==> src/verilog/ctrlPkg.sv <==
`default_nettype none

package ctrlPkg;

  typedef logic [31:0] instrT;

  typedef struct packed {
    logic n;
    logic z;
    logic c;
    logic v;
  } flagsT;

  // ARM condition field, 4'b1111 is left out
  typedef enum logic [3:0] {
    condEq = 4'b0000,
    condNe, condCs, condCc, condMi, condPl, condVs, condVc,
    condHi, condLs, condGe, condLt, condGt, condLe, condAl
  } condT;

  // Op field in bits 27:26
  localparam logic [1:0] opDataProc = 2'b00;
  localparam logic [1:0] opMemory   = 2'b01;
  localparam logic [1:0] opBranch   = 2'b10;

  localparam logic [3:0] mulPattern = 4'b1001;  // Bits 7:4 of MUL/MLA
  localparam logic [3:0] pcReg      = 4'd15;

  // Data-processing codes that touch C and V
  localparam logic [3:0] aluSub = 4'b0010;
  localparam logic [3:0] aluRsb = 4'b0011;
  localparam logic [3:0] aluAdd = 4'b0100;
  localparam logic [3:0] aluAdc = 4'b0101;
  localparam logic [3:0] aluSbc = 4'b0110;
  localparam logic [3:0] aluRsc = 4'b0111;
  localparam logic [3:0] aluCmp = 4'b1010;
  localparam logic [3:0] aluCmn = 4'b1011;

  typedef struct packed {
    logic [1:0] flagWrite;     // {NZ, CV}
    logic       branch;
    logic       memWrite;
    logic       regWrite;
    logic       pcSrc;
    logic       memtoReg;
    logic       aluSrc;
    logic [3:0] aluControl;
    logic [2:0] multControl;
    logic       rSelect;
    logic       rsrSelect;
    logic [1:0] resultSelect;  // {multiply, shifted by register}
    logic [2:0] shiftOp;
    condT       cond;
  } exCtrlT;

  typedef struct packed {
    logic memWrite;
    logic memtoReg;
    logic regWrite;
    logic pcSrc;
  } memCtrlT;

  // Register-number compares from the datapath
  typedef struct packed {
    logic match1EM;
    logic match2EM;
    logic match1EW;
    logic match2EW;
    logic match12DE;
  } regMatchT;

  typedef enum logic [1:0] {
    fwdNone = 2'b00,
    fwdW    = 2'b01,
    fwdM    = 2'b10
  } fwdSelT;

  typedef struct packed {
    logic stallF;
    logic stallD;
    logic flushD;
    logic stallE;
    logic flushE;
    logic stallM;
    logic flushM;
    logic flushW;
  } hazardT;

endpackage

`default_nettype wire

==> src/verilog/pipeReg.sv <==
`default_nettype none

// Stage register, clear wins over enable
module pipeReg #(
  parameter type payloadT = logic [7:0]
) (
  input  logic    clk,
  input  logic    reset,
  input  logic    en,
  input  logic    clr,
  input  payloadT d,
  output payloadT q
);

  always_ff @(posedge clk) begin
    if (reset || clr) begin
      q <= '0;  // Bubble
    end else if (en) begin
      q <= d;
    end
  end

endmodule

`default_nettype wire

==> src/verilog/instrDecoder.sv <==
`default_nettype none

module instrDecoder (
  input  ctrlPkg::instrT  instrD,
  output logic [1:0]      regSrcD,
  output logic [1:0]      immSrcD,
  output logic            multSelectD,
  output ctrlPkg::exCtrlT decCtrl,
  output logic            pcSrcD
);

  logic       aluSrc;
  logic       memtoReg;
  logic       regWrite;
  logic       memWrite;
  logic       branch;
  logic       aluOp;
  logic [3:0] aluControl;
  logic [1:0] flagWrite;
  logic       isArith;
  logic       isDpReg;

  // Main decoder
  always_comb begin
    regSrcD     = 2'b00;
    immSrcD     = 2'b00;
    aluSrc      = 1'b0;
    memtoReg    = 1'b0;
    regWrite    = 1'b0;
    memWrite    = 1'b0;
    branch      = 1'b0;
    aluOp       = 1'b0;
    multSelectD = 1'b0;
    case (instrD[27:26])
      ctrlPkg::opDataProc: begin
        regWrite = 1'b1;
        aluOp    = 1'b1;
        if (instrD[25]) begin
          aluSrc = 1'b1;  // Rotated immediate
        end else if (instrD[7:4] == ctrlPkg::mulPattern) begin
          multSelectD = 1'b1;
        end
      end
      ctrlPkg::opMemory: begin
        immSrcD = 2'b01;  // 12-bit offset
        aluSrc  = 1'b1;
        if (instrD[20]) begin
          memtoReg = 1'b1;
          regWrite = 1'b1;
        end else begin
          regSrcD  = 2'b10;  // Store data read from Rd
          memWrite = 1'b1;
        end
      end
      ctrlPkg::opBranch: begin
        regSrcD = 2'b01;  // PC as first operand
        immSrcD = 2'b10;
        aluSrc  = 1'b1;
        branch  = 1'b1;
      end
      default: ;  // Coprocessor space decodes as a no-op
    endcase
  end

  // Only arithmetic ops produce a meaningful carry and overflow
  assign isArith = instrD[24:21] inside {ctrlPkg::aluSub, ctrlPkg::aluRsb,
                                         ctrlPkg::aluAdd, ctrlPkg::aluAdc,
                                         ctrlPkg::aluSbc, ctrlPkg::aluRsc,
                                         ctrlPkg::aluCmp, ctrlPkg::aluCmn};

  always_comb begin
    if (aluOp) begin
      aluControl = instrD[24:21];
      flagWrite  = {instrD[20], instrD[20] & isArith};
    end else begin
      aluControl = ctrlPkg::aluAdd;  // Address and branch target
      flagWrite  = 2'b00;
    end
  end

  assign isDpReg = (instrD[27:25] == 3'b000);
  assign pcSrcD  = ((instrD[15:12] == ctrlPkg::pcReg) & regWrite) | branch;

  always_comb begin
    decCtrl.flagWrite    = flagWrite;
    decCtrl.branch       = branch;
    decCtrl.memWrite     = memWrite;
    decCtrl.regWrite     = regWrite;
    decCtrl.pcSrc        = pcSrcD;
    decCtrl.memtoReg     = memtoReg;
    decCtrl.aluSrc       = aluSrc;
    decCtrl.aluControl   = aluControl;
    decCtrl.multControl  = instrD[23:21];
    decCtrl.rSelect      = isDpReg & ~instrD[4];  // Shift by immediate
    decCtrl.rsrSelect    = isDpReg & instrD[4];   // Shift by Rs
    decCtrl.resultSelect = {multSelectD, isDpReg & instrD[4]};
    decCtrl.shiftOp      = instrD[6:4];
    decCtrl.cond         = ctrlPkg::condT'(instrD[31:28]);
  end

endmodule

`default_nettype wire

==> src/verilog/condCheck.sv <==
`default_nettype none

module condCheck (
  input  ctrlPkg::condT  cond,
  input  ctrlPkg::flagsT prevFlags,
  input  ctrlPkg::flagsT aluFlags,
  input  logic [1:0]     flagWrite,
  output logic           condEx,
  output ctrlPkg::flagsT nextFlags
);

  logic geOk;

  assign geOk = (prevFlags.n == prevFlags.v);  // Signed greater or equal

  always_comb begin
    case (cond)
      ctrlPkg::condEq: condEx = prevFlags.z;
      ctrlPkg::condNe: condEx = ~prevFlags.z;
      ctrlPkg::condCs: condEx = prevFlags.c;
      ctrlPkg::condCc: condEx = ~prevFlags.c;
      ctrlPkg::condMi: condEx = prevFlags.n;
      ctrlPkg::condPl: condEx = ~prevFlags.n;
      ctrlPkg::condVs: condEx = prevFlags.v;
      ctrlPkg::condVc: condEx = ~prevFlags.v;
      ctrlPkg::condHi: condEx = prevFlags.c & ~prevFlags.z;
      ctrlPkg::condLs: condEx = ~prevFlags.c | prevFlags.z;
      ctrlPkg::condGe: condEx = geOk;
      ctrlPkg::condLt: condEx = ~geOk;
      ctrlPkg::condGt: condEx = ~prevFlags.z & geOk;
      ctrlPkg::condLe: condEx = prevFlags.z | ~geOk;
      ctrlPkg::condAl: condEx = 1'b1;
      default:         condEx = 1'b0;  // Unconditional space not handled
    endcase
  end

  // Flag merge, skipped when the instruction fails its condition
  always_comb begin
    nextFlags = prevFlags;
    if (condEx && flagWrite[1]) begin
      nextFlags.n = aluFlags.n;
      nextFlags.z = aluFlags.z;
    end
    if (condEx && flagWrite[0]) begin
      nextFlags.c = aluFlags.c;
      nextFlags.v = aluFlags.v;
    end
  end

endmodule

`default_nettype wire

==> src/verilog/controller.sv <==
`default_nettype none

module controller (
  input  logic            clk,
  input  logic            reset,
  input  ctrlPkg::instrT  instrD,
  input  ctrlPkg::flagsT  flagsE,
  input  logic            doNotWriteReg,
  input  ctrlPkg::hazardT hazard,
  // Decode
  output logic [1:0]      regSrcD,
  output logic [1:0]      immSrcD,
  output logic            multSelectD,
  // Execute
  output logic            aluSrcE,
  output logic [3:0]      aluControlE,
  output logic [2:0]      multControlE,
  output logic            branchTakenE,
  output logic [1:0]      prevCV,
  output logic            rSelectE,
  output logic [1:0]      resultSelectE,
  output logic [2:0]      shiftOpE,
  // Memory and Writeback
  output logic            memWriteM,
  output logic            memtoRegW,
  output logic            regWriteW,
  output logic            pcSrcW,
  // To hazard unit
  output logic            memtoRegE,
  output logic            regWriteM,
  output logic            pcWrPendingF
);

  ctrlPkg::exCtrlT  decCtrl;
  ctrlPkg::exCtrlT  exCtrl;
  ctrlPkg::memCtrlT memCtrlE;
  ctrlPkg::memCtrlT memCtrlM;
  ctrlPkg::memCtrlT memCtrlW;
  ctrlPkg::flagsT   prevFlags;
  ctrlPkg::flagsT   nextFlags;
  logic             condExE;
  logic             pcSrcD;

  instrDecoder dec (
    .instrD      (instrD),
    .regSrcD     (regSrcD),
    .immSrcD     (immSrcD),
    .multSelectD (multSelectD),
    .decCtrl     (decCtrl),
    .pcSrcD      (pcSrcD)
  );

  pipeReg #(.payloadT(ctrlPkg::exCtrlT)) regE (
    .clk   (clk),
    .reset (reset),
    .en    (~hazard.stallE),
    .clr   (hazard.flushE),
    .d     (decCtrl),
    .q     (exCtrl)
  );

  condCheck cond (
    .cond      (exCtrl.cond),
    .prevFlags (prevFlags),
    .aluFlags  (flagsE),
    .flagWrite (exCtrl.flagWrite),
    .condEx    (condExE),
    .nextFlags (nextFlags)
  );

  // Saved NZCV, follows each instruction that leaves E
  always_ff @(posedge clk) begin
    if (reset) begin
      prevFlags <= '0;
    end else if (!hazard.stallE) begin
      prevFlags <= nextFlags;
    end
  end

  // Write and branch controls only act when the condition passes
  assign branchTakenE = exCtrl.branch & condExE;

  always_comb begin
    memCtrlE.memWrite = exCtrl.memWrite & condExE;
    memCtrlE.memtoReg = exCtrl.memtoReg;
    memCtrlE.regWrite = exCtrl.regWrite & condExE & ~doNotWriteReg;  // CMP/TST/... keep Rd
    memCtrlE.pcSrc    = exCtrl.pcSrc & condExE;
  end

  pipeReg #(.payloadT(ctrlPkg::memCtrlT)) regM (
    .clk   (clk),
    .reset (reset),
    .en    (~hazard.stallM),
    .clr   (hazard.flushM),
    .d     (memCtrlE),
    .q     (memCtrlM)
  );

  // Writeback never stalls, a memory wait turns it into a bubble
  always_ff @(posedge clk) begin
    if (reset || hazard.flushW) begin
      memCtrlW <= '0;
    end else begin
      memCtrlW <= memCtrlM;
    end
  end

  assign aluSrcE       = exCtrl.aluSrc;
  assign aluControlE   = exCtrl.aluControl;
  assign multControlE  = exCtrl.multControl;
  assign rSelectE      = exCtrl.rSelect;
  assign resultSelectE = exCtrl.resultSelect;
  assign shiftOpE      = exCtrl.shiftOp;
  assign memtoRegE     = exCtrl.memtoReg;
  assign prevCV        = {prevFlags.c, prevFlags.v};  // Carry-in for ADC/SBC/RSC

  assign memWriteM = memCtrlM.memWrite;
  assign regWriteM = memCtrlM.regWrite;
  assign memtoRegW = memCtrlW.memtoReg;
  assign regWriteW = memCtrlW.regWrite;
  assign pcSrcW    = memCtrlW.pcSrc;

  // Ungated in E, a failing write to r15 still holds fetch for a cycle
  assign pcWrPendingF = pcSrcD | exCtrl.pcSrc | memCtrlM.pcSrc;

endmodule

`default_nettype wire

==> src/verilog/hazardUnit.sv <==
`default_nettype none

module hazardUnit (
  input  ctrlPkg::regMatchT regMatch,
  input  logic              regWriteM,
  input  logic              regWriteW,
  input  logic              memtoRegE,
  input  logic              pcWrPendingF,
  input  logic              pcSrcW,
  input  logic              branchTakenE,
  input  logic              multBusyE,
  input  logic              memBusyM,
  output ctrlPkg::fwdSelT   forwardAE,
  output ctrlPkg::fwdSelT   forwardBE,
  output ctrlPkg::hazardT   hazard
);

  logic ldrStall;

  // Newest result wins
  function automatic ctrlPkg::fwdSelT fwdPick(input logic matchM, input logic matchW,
                                              input logic wrM, input logic wrW);
    ctrlPkg::fwdSelT sel;
    if (matchM && wrM) begin
      sel = ctrlPkg::fwdM;
    end else if (matchW && wrW) begin
      sel = ctrlPkg::fwdW;
    end else begin
      sel = ctrlPkg::fwdNone;
    end
    return sel;
  endfunction

  assign forwardAE = fwdPick(regMatch.match1EM, regMatch.match1EW, regWriteM, regWriteW);
  assign forwardBE = fwdPick(regMatch.match2EM, regMatch.match2EW, regWriteM, regWriteW);

  assign ldrStall = regMatch.match12DE & memtoRegE;  // Load result not ready yet

  always_comb begin
    hazard.flushD = pcWrPendingF | pcSrcW | branchTakenE;
    if (memBusyM) begin
      // Whole front end frozen, W gets a bubble
      hazard.stallF = 1'b1;
      hazard.stallD = 1'b1;
      hazard.stallE = 1'b1;
      hazard.flushE = 1'b0;
      hazard.stallM = 1'b1;
      hazard.flushM = 1'b0;
      hazard.flushW = 1'b1;
    end else if (multBusyE) begin
      hazard.stallF = 1'b1;
      hazard.stallD = 1'b1;
      hazard.stallE = 1'b1;
      hazard.flushE = 1'b0;
      hazard.stallM = 1'b0;
      hazard.flushM = 1'b1;  // Bubble behind the held multiply
      hazard.flushW = 1'b0;
    end else begin
      hazard.stallF = ldrStall | pcWrPendingF;
      hazard.stallD = ldrStall;
      hazard.stallE = 1'b0;
      hazard.flushE = ldrStall | branchTakenE;
      hazard.stallM = 1'b0;
      hazard.flushM = 1'b0;
      hazard.flushW = 1'b0;
    end
  end

endmodule

`default_nettype wire

==> src/verilog/controlPath.sv <==
`default_nettype none

module controlPath (
  input  logic              clk,
  input  logic              reset,
  input  ctrlPkg::instrT    instrD,
  input  ctrlPkg::flagsT    flagsE,
  input  logic              doNotWriteReg,
  input  ctrlPkg::regMatchT regMatch,
  input  logic              multBusyE,
  input  logic              memBusyM,
  output logic [1:0]        regSrcD,
  output logic [1:0]        immSrcD,
  output logic              multSelectD,
  output logic              aluSrcE,
  output logic [3:0]        aluControlE,
  output logic [2:0]        multControlE,
  output logic              branchTakenE,
  output logic [1:0]        prevCV,
  output logic              rSelectE,
  output logic [1:0]        resultSelectE,
  output logic [2:0]        shiftOpE,
  output logic              memWriteM,
  output logic              memtoRegW,
  output logic              regWriteW,
  output logic              pcSrcW,
  output ctrlPkg::fwdSelT   forwardAE,
  output ctrlPkg::fwdSelT   forwardBE,
  output logic              stallF,
  output logic              stallD,
  output logic              flushD
);

  ctrlPkg::hazardT hazard;
  logic            memtoRegE;
  logic            regWriteM;
  logic            pcWrPendingF;

  controller ctrl (
    .clk           (clk),
    .reset         (reset),
    .instrD        (instrD),
    .flagsE        (flagsE),
    .doNotWriteReg (doNotWriteReg),
    .hazard        (hazard),
    .regSrcD       (regSrcD),
    .immSrcD       (immSrcD),
    .multSelectD   (multSelectD),
    .aluSrcE       (aluSrcE),
    .aluControlE   (aluControlE),
    .multControlE  (multControlE),
    .branchTakenE  (branchTakenE),
    .prevCV        (prevCV),
    .rSelectE      (rSelectE),
    .resultSelectE (resultSelectE),
    .shiftOpE      (shiftOpE),
    .memWriteM     (memWriteM),
    .memtoRegW     (memtoRegW),
    .regWriteW     (regWriteW),
    .pcSrcW        (pcSrcW),
    .memtoRegE     (memtoRegE),
    .regWriteM     (regWriteM),
    .pcWrPendingF  (pcWrPendingF)
  );

  hazardUnit hzd (
    .regMatch     (regMatch),
    .regWriteM    (regWriteM),
    .regWriteW    (regWriteW),
    .memtoRegE    (memtoRegE),
    .pcWrPendingF (pcWrPendingF),
    .pcSrcW       (pcSrcW),
    .branchTakenE (branchTakenE),
    .multBusyE    (multBusyE),
    .memBusyM     (memBusyM),
    .forwardAE    (forwardAE),
    .forwardBE    (forwardBE),
    .hazard       (hazard)
  );

  // Datapath side of the hazard bundle
  assign stallF = hazard.stallF;
  assign stallD = hazard.stallD;
  assign flushD = hazard.flushD;

endmodule

`default_nettype wire

==> config.mk <==
export PLATFORM = sky130hd
export DESIGN_NAME = controlPath
export DESIGN_NICKNAME = d
export VERILOG_FILES = /design/src/verilog/ctrlPkg.sv /design/src/verilog/pipeReg.sv /design/src/verilog/instrDecoder.sv /design/src/verilog/condCheck.sv /design/src/verilog/controller.sv /design/src/verilog/hazardUnit.sv /design/src/verilog/controlPath.sv
export SDC_FILE = /design/constraint.sdc
export NUM_CORES = 1
export LEC_CHECK = 0
export ABC_CLOCK_PERIOD_IN_PS = 1700
export BUFFER_PORTS_ARGS = -buffer_cell sky130_fd_sc_hd__buf_2
export CAP_MARGIN = 25
export CORE_ASPECT_RATIO = 0.5
export CORE_MARGIN = 1.5
export CORE_UTILIZATION = 44
export DETAILED_ROUTE_END_ITERATION = 10
export PLACE_DENSITY = 0.76
export SLEW_MARGIN = 20
export SYNTH_ARGS = -nofsm -noshare
export SYNTH_HDL_FRONTEND = slang
export SYNTH_SLANG_ARGS = --single-unit
==> constraint.sdc <==
create_clock -name clk -period 1.7 [get_ports clk]
set_input_delay 0.17 -clock clk [delete_from_list [all_inputs] [get_ports clk]]
set_output_delay 0.17 -clock clk [all_outputs]
set_load 0.005 [all_outputs]
==> results.py, run 1 <==
metrics = {
    "run_status": {
        "status": "finished with violations",
        "violations": "negative setup slack",
    },
    "place": {
        "gp_congestion": 0.8380,
        "dpl_cell_area_um2": 2597,
        "numPortBuffers": 66,
        "dp_slack_ns": -0.3161,
        "dp_hpwl_um": 4078,
    },
    "worst_setup_path": {
        "worstPathCellList": "and4b_1, a311oi_2, a2bb2oi_4, nand3_2, a211o_1, buf_2",
        "r2r-end": "ctrl.prevCV[0]",
        "endpoint": "flushD",
        "cpMaxStageDelayCell": "dfxtp_4",
        "r2r_cells": 9,
        "rr_startpoint": "ctrl.regE.q[0]",
        "cp_data_required_time_ns": 1.53,
        "start_kind": "flip-flop",
        "critPathMaxStageDelay_ns": 0.39,
        "cp_data_arrival_time_ns": 1.92,
        "crit_path_start": "ctrl.regE.q[2]",
        "crit_path_end_kind": "primary output",
        "criticalPathCategory": "reg2out",
        "crit_fanout": 7,
        "rrSetupSlack_ns": -0.34,
    },
    "clock_tree": {
        "cts_buffers": 5,
        "cts.clk_slew.worst_paths_ns": 0.07,
        "tritoncts": "built",
        "clk_path_buf_depth": 2,
        "cts_sinks": 36,
        "htree_num_levels": 2,
        "clk_root_buffer_cell": "clkbuf_8",
        "insertion_delay_ns": 0.30,
        "hold_buffers": 0,
    },
    "yosys": {
        "async_flop_share_pct": 0,
        "ys_warn_count": 0,
        "postSynthCellCount": 234,
        "synth_area_leaders": "dfxtp_1 34%, nor4_2 8.3%, buf_4 6.0%",
        "synth_area_um2": 2111,
        "synth_edf_count": 0,
        "synthTopCellsByCount": "36 x dfxtp_1, 25 x nor2_1, 20 x a21oi_1",
        "syn-num-nets": 285,
        "ys_ff_latch": 36,
        "yosysTopAreaCell": "dfxtp_1",
        "yosysUniqueCellTypes": 51,
        "avgSynthCellArea_um2": 9.020,
        "synthFlopType": "dfxtp_1",
        "synth-seq-area-share_pct": 34.14,
        "synth_top_area_share_pct": 34.14,
        "synth.most_common_cell": "dfxtp_1",
    },
    "sta": {
        "rsz0062_at_grt": "true",
        "timing.slew.headroom_pct": 57.29,
        "setup_ws_ns": -0.3882,
        "clock_skew_ns": 0.008759,
        "setup_viol": 34,
        "period_share_pct": 122.8,
        "slew_viol_final": 0,
        "tightestPinTransition_ns": 0.6340,
        "min_period_ns": 2.088,
        "max_freq_mhz": 478.9,
        "finalHoldViolCount": 0,
    },
    "drt": {
        "vias": 2099,
        "ant_nets": 0,
        "drc_errors": 0,
        "viasPerCell": 5.524,
        "dr.pass1.iters": 4,
        "drt_iter0_markers": 84,
        "drt-wirelength-per-cell_um": 15.97,
        "routed_wl_um": 6067,
    },
    "power": {
        "p_per_area_nw_per_um2": 675.5,
        "switchingPower_mw": 0.5814,
        "p_seq_share_pct": 46.2,
        "p_int_mw": 1.389,
        "combPwrFrac_pct": 22.3,
        "clockPowerShare_pct": 31.6,
        "p_leak_nw": 1.166,
        "vdd_drop_max_v": 0.0003620,
        "finalPower_mw": 1.970,
        "swShare_pct": 29.51,
    },
    "floorplan": {
        "ioPinCount": 79,
        "die_x_um": 101.0,
        "fp.dieH_um": 51.98,
        "rows": 17,
        "core-area_um2": 4509,
        "start_util_pct": 46.81,
        "dieArea_um2": 5247,
    },
    "job": {
        "max_cap_violations": 0,
    },
    "layout": {
        "drive_above_1_share_pct": 52.87,
        "fin_area_um2": 2917,
        "num_antenna_cells": 0,
        "num-nets-final": 364,
        "syn_to_final_growth_pct": 38.17,
    },
    "grt": {
        "antenna_found_initial": 0,
        "globalRoute.totalOverflow": 0,
        "grt_pass1_vias": 2029,
        "grt_max_degree": 26,
        "grt_usage_pct": 23.54,
        "grt_pass1_wl_um": 9473,
    },
    "worst_hold_path": {
        "hp-class": "in2reg",
    },
}
[layer usage]
layer	vias up	global-route usage, %	routed length (µm)
li1	992	-	-
met1	999	28.82	2550
met2	89	40.32	2938
met3	19	5.242	383
met4	0	10.65	195
met5	-	0	0
[through the flow]
stage	hold slack, ns	utilization (%)	TNS, ns	instances
4_1_cts	0.1210	62.21	-5.944	379
3_5_place_dp	0.4338	57.60	-8.073	366
6_report	0.1182	64.68	-9.781	380
5_1_grt	0.1302	64.68	-11.81	380
2_1_floorplan	0.3147	-	-0.3357	234
3_3_place_gp	0.4351	57.60	-5.085	366
[cell families (layout without fill, tap and decap cells)]
family	Yosys count	count (layout)	share of synthesized area [%]
AO/OA/AOI/OAI	53	53	20.81
AND/OR/NAND/NOR	94	94	28.69
multiplexers	2	2	1.008
XOR/XNOR	3	3	1.245
adder cells (fa/ha/maj)	5	5	2.964
buffers and inverters	41	121	11.14
flip-flops	36	36	34.14
[power by group through the flow]
stage	Sequential [mW]	Clock (mW)	Combinational (mW)
2_1_floorplan	0.917	0	0.242
3_3_place_gp	0.926	0	0.357
3_5_place_dp	0.928	0	0.368
4_1_cts	0.907	0.620	0.405
5_1_grt	0.914	0.668	0.472
6_report	0.909	0.622	0.439
[placed cells by master (no fill, tap or decap), types with 3 or more instances in the layout]
master / count
a21oi_1: 19
a31oi_1: 6
and2_1: 6
buf_2: 65
buf_4: 35
buf_6: 4
clkbuf_8: 5
dfxtp_1: 30
dfxtp_2: 3
dfxtp_4: 3
inv_1: 6
nand2_1: 13
nand2b_1: 4
nand3_1: 4
nor2_1: 24
nor3_1: 3
nor3_2: 3
nor3b_1: 3
nor4_2: 14
o32ai_1: 5
[worst min-delay path by stage]
stage | start | endpoint | slack [ns] | depth (start not counted)
after floorplan | memBusyM | ctrl.regM.q[2] | 0.31 | 2
after global placement | doNotWriteReg | ctrl.regM.q[1] | 0.44 | 3
after detailed placement | doNotWriteReg | ctrl.regM.q[1] | 0.43 | 3
after CTS | doNotWriteReg | ctrl.regM.q[1] | 0.12 | 3
after global routing | doNotWriteReg | ctrl.regM.q[1] | 0.13 | 3
final | doNotWriteReg | ctrl.regM.q[1] | 0.12 | 3
[critical path, delay by kind of cell (launching register included)]
kind,cells,cell delay (ns)
and+or+nand+nor,2,0.31
buffers and inverters,1,0.13
AOI/OAI and AO/OA,3,0.80
DFF,1,0.39
[state kept, by name, indices dropped and copies added, names as in the netlist]
register,count
ctrl.prevCV,2
ctrl.regE.q,25
ctrl.regWriteW,1
ctrl.memtoRegW,1
ctrl.pcSrcW,1
ctrl.regM.q,4
ctrl.prevFlags,2
[final cells by class]
class                      instances  area, µm²
clock buffer                       7      76.32
sequential                        36      735.7
multi-input combinational        157       1328
inverter                           8      32.53
clock inverter                     1      8.758
tap                               66      82.58
fill                             356       1593
timing repair buffer             105      653.1
[repair_timing]
action	4_1_cts	5_1_grt
endpoints found under the setup margin	35	35
pin swaps	9	14
buffers inserted	7	1
gates resized for setup	21	18
gates cloned	0	0
Note: power is estimated with default switching activity, not from simulation.
==> inputs of run 2 (changes only) <==
--- a/config.mk
+++ b/config.mk
@@ -9,7 +9,7 @@
 export BUFFER_PORTS_ARGS = -buffer_cell sky130_fd_sc_hd__buf_2
 export CAP_MARGIN = 25
 export CORE_ASPECT_RATIO = 0.5
-export CORE_MARGIN = 1.5
+export CORE_MARGIN = 10
 export CORE_UTILIZATION = 44
 export DETAILED_ROUTE_END_ITERATION = 10
 export PLACE_DENSITY = 0.76
==> run 2 against run 1 <==
The flow still finishes with violations (negative setup slack). Clock skew shrank 0.0021 ns. Sequential power is 0.4% lower. Register-to-register slack better by 0.07 ns. Flip-flop and latch count is the same. Sequential share of layout area fell by 0.93 points. Critical path depth did not move. Clock power up 9.5%. Setup slack improved by 0.045 ns. Routed wire length rose by 15%. First-iteration DRC count increased by 130%. Fmax is 2.2% higher. Cell area increased by 4.2%.
==> results.py, run 2 (synthesis gave the netlist of run 1 again) <==
metrics = {
    "run_status": {
        "status": "finished with violations",
        "violations": "negative setup slack",
    },
    "drt": {
        "routed_wl_um": 6972,
        "drc_errors": 0,
        "vias": 2164,
        "dr.pass1.iters": 5,
        "viasPerCell": 5.592,
        "drt_iter0_markers": 195,
        "ant_nets": 0,
        "drt-wirelength-per-cell_um": 18.02,
    },
    "sta": {
        "period_share_pct": 120.2,
        "timing.setup.tns_ns": -7.018,
        "min_period_ns": 2.044,
        "max_freq_mhz": 489.3,
        "slew_viol_final": 0,
        "setup_viol": 32,
        "finalHoldViolCount": 0,
        "hold_ws_ns": 0.1291,
        "tightestPinTransition_ns": 0.5259,
        "timing.slew.headroom_pct": 64.57,
        "setup_ws_ns": -0.3436,
        "clock_skew_ns": 0.006697,
        "rsz0062_at_grt": "true",
    },
    "layout": {
        "post-route-util_pct": 67.37,
        "syn_to_final_growth_pct": 43.92,
        "largest_register_ffs": 25,
        "stdcell_count": 387,
        "layout_commonest_cell": "buf_2",
        "num_antenna_cells": 0,
        "num-nets-final": 371,
        "top_register": "ctrl.regE.q",
        "reg_top3": "ctrl.regE.q (25), ctrl.regM.q (4)",
        "fin_area_um2": 3038,
        "drive_above_1_share_pct": 54.21,
        "layout_common_cells": "63 x buf_2, 41 x buf_4, 30 x dfxtp_1",
    },
    "worst_setup_path": {
        "criticalPathCategory": "reg2out",
        "crit_path_end_kind": "primary output",
        "start_kind": "flip-flop",
        "rr_startpoint": "ctrl.regE.q[1]",
        "r2r_cells": 9,
        "rrSetupSlack_ns": -0.27,
        "cp_data_arrival_time_ns": 1.87,
        "r2r-end": "ctrl.regE.q[23]",
        "cp_data_required_time_ns": 1.53,
        "crit_fanout": 6,
    },
    "grt": {
        "grt_usage_pct": 15.98,
        "globalRoute.totalOverflow": 0,
        "grt_max_degree": 26,
        "grt_pass1_vias": 2160,
        "antenna_found_initial": 0,
        "grt_pass1_wl_um": 10690,
    },
    "clock_tree": {
        "htree_num_levels": 2,
        "clk_root_buffer_cell": "clkbuf_8",
        "clk_path_buf_depth": 2,
        "tritoncts": "built",
        "insertion_delay_ns": 0.29,
        "cts_buffers": 5,
        "cts.clk_slew.worst_paths_ns": 0.07,
        "cts_sinks": 36,
    },
    "power": {
        "vdd_drop_max_v": 0.0003929,
        "p_per_area_nw_per_um2": 674.5,
        "p_leak_nw": 1.229,
        "finalPower_mw": 2.049,
    },
    "place": {
        "numPortBuffers": 66,
        "dpl_cell_area_um2": 2597,
        "dp_slack_ns": -0.2485,
        "gp_congestion": 0.9268,
        "placed_cells": 366,
        "dp_hpwl_um": 4581,
    },
    "floorplan": {
        "ioPinCount": 79,
        "core-area_um2": 4509,
        "dieArea_um2": 8136,
        "start_util_pct": 46.81,
        "die_x_um": 118.0,
        "fp.dieH_um": 68.98,
        "rows": 17,
    },
    "worst_hold_path": {
        "hold_end": "ctrl.prevCV[1]",
        "hold_depth": 3,
        "hold_start": "flagsE[1]",
        "hp-class": "in2reg",
    },
    "job": {
        "max_cap_violations": 0,
    },
}
run 2: worst max-delay path, stage by stage, from the launching register on:
cell,delay (ns)
dfxtp_4,0.39
xnor2_4,0.22
o221ai_2,0.15
o311ai_4,0.28
nand3_2,0.13
a211o_1,0.28
buf_2,0.13
run 2: worst max path at each step:
stage | startpoint | to | slack, ns
2_1_floorplan | ctrl.regE.q[2] | ctrl.regE.q[25] | -0.05
3_5_place_dp | ctrl.prevFlags[3] | flushD | -0.25
5_1_grt | ctrl.regE.q[2] | flushD | -0.43
6_report | ctrl.prevFlags[3] | flushD | -0.34
4_1_cts | ctrl.regE.q[2] | flushD | -0.31
3_3_place_gp | ctrl.prevFlags[3] | flushD | -0.19
run 2: layout make-up:
type	instances	area [µm²]
Sequential cell	36	738.2
Tap cell	66	82.58
Multi-Input combinational cell	157	1339
Fill cell	338	1471
Clock buffer	6	82.58
Timing Repair Buffer	112	747.0
Clock inverter	2	13.76
Inverter	8	35.03
run 2: layer usage:
metal | GRT usage (%) | wire length (µm) | up-vias
met5 | 0 | 0 | -
li1 | - | - | 1004
met1 | 18.46 | 2797 | 1041
met2 | 29.04 | 3476 | 103
met4 | 6.728 | 187 | 0
met3 | 3.644 | 512 | 16
run 2: timing repair:
item	CTS	global route
resized for setup	22	26
hold buffers	0	0
setup endpoints to repair	35	35
pin swaps	9	9
buffers inserted	8	5
cloned	1	0
run 2: power by group:
part           leakage, nW  switching (mW)  internal (mW)
Clock               0.0516           0.349          0.332
Combinational        0.880           0.233          0.230
Sequential           0.298          0.0301          0.875
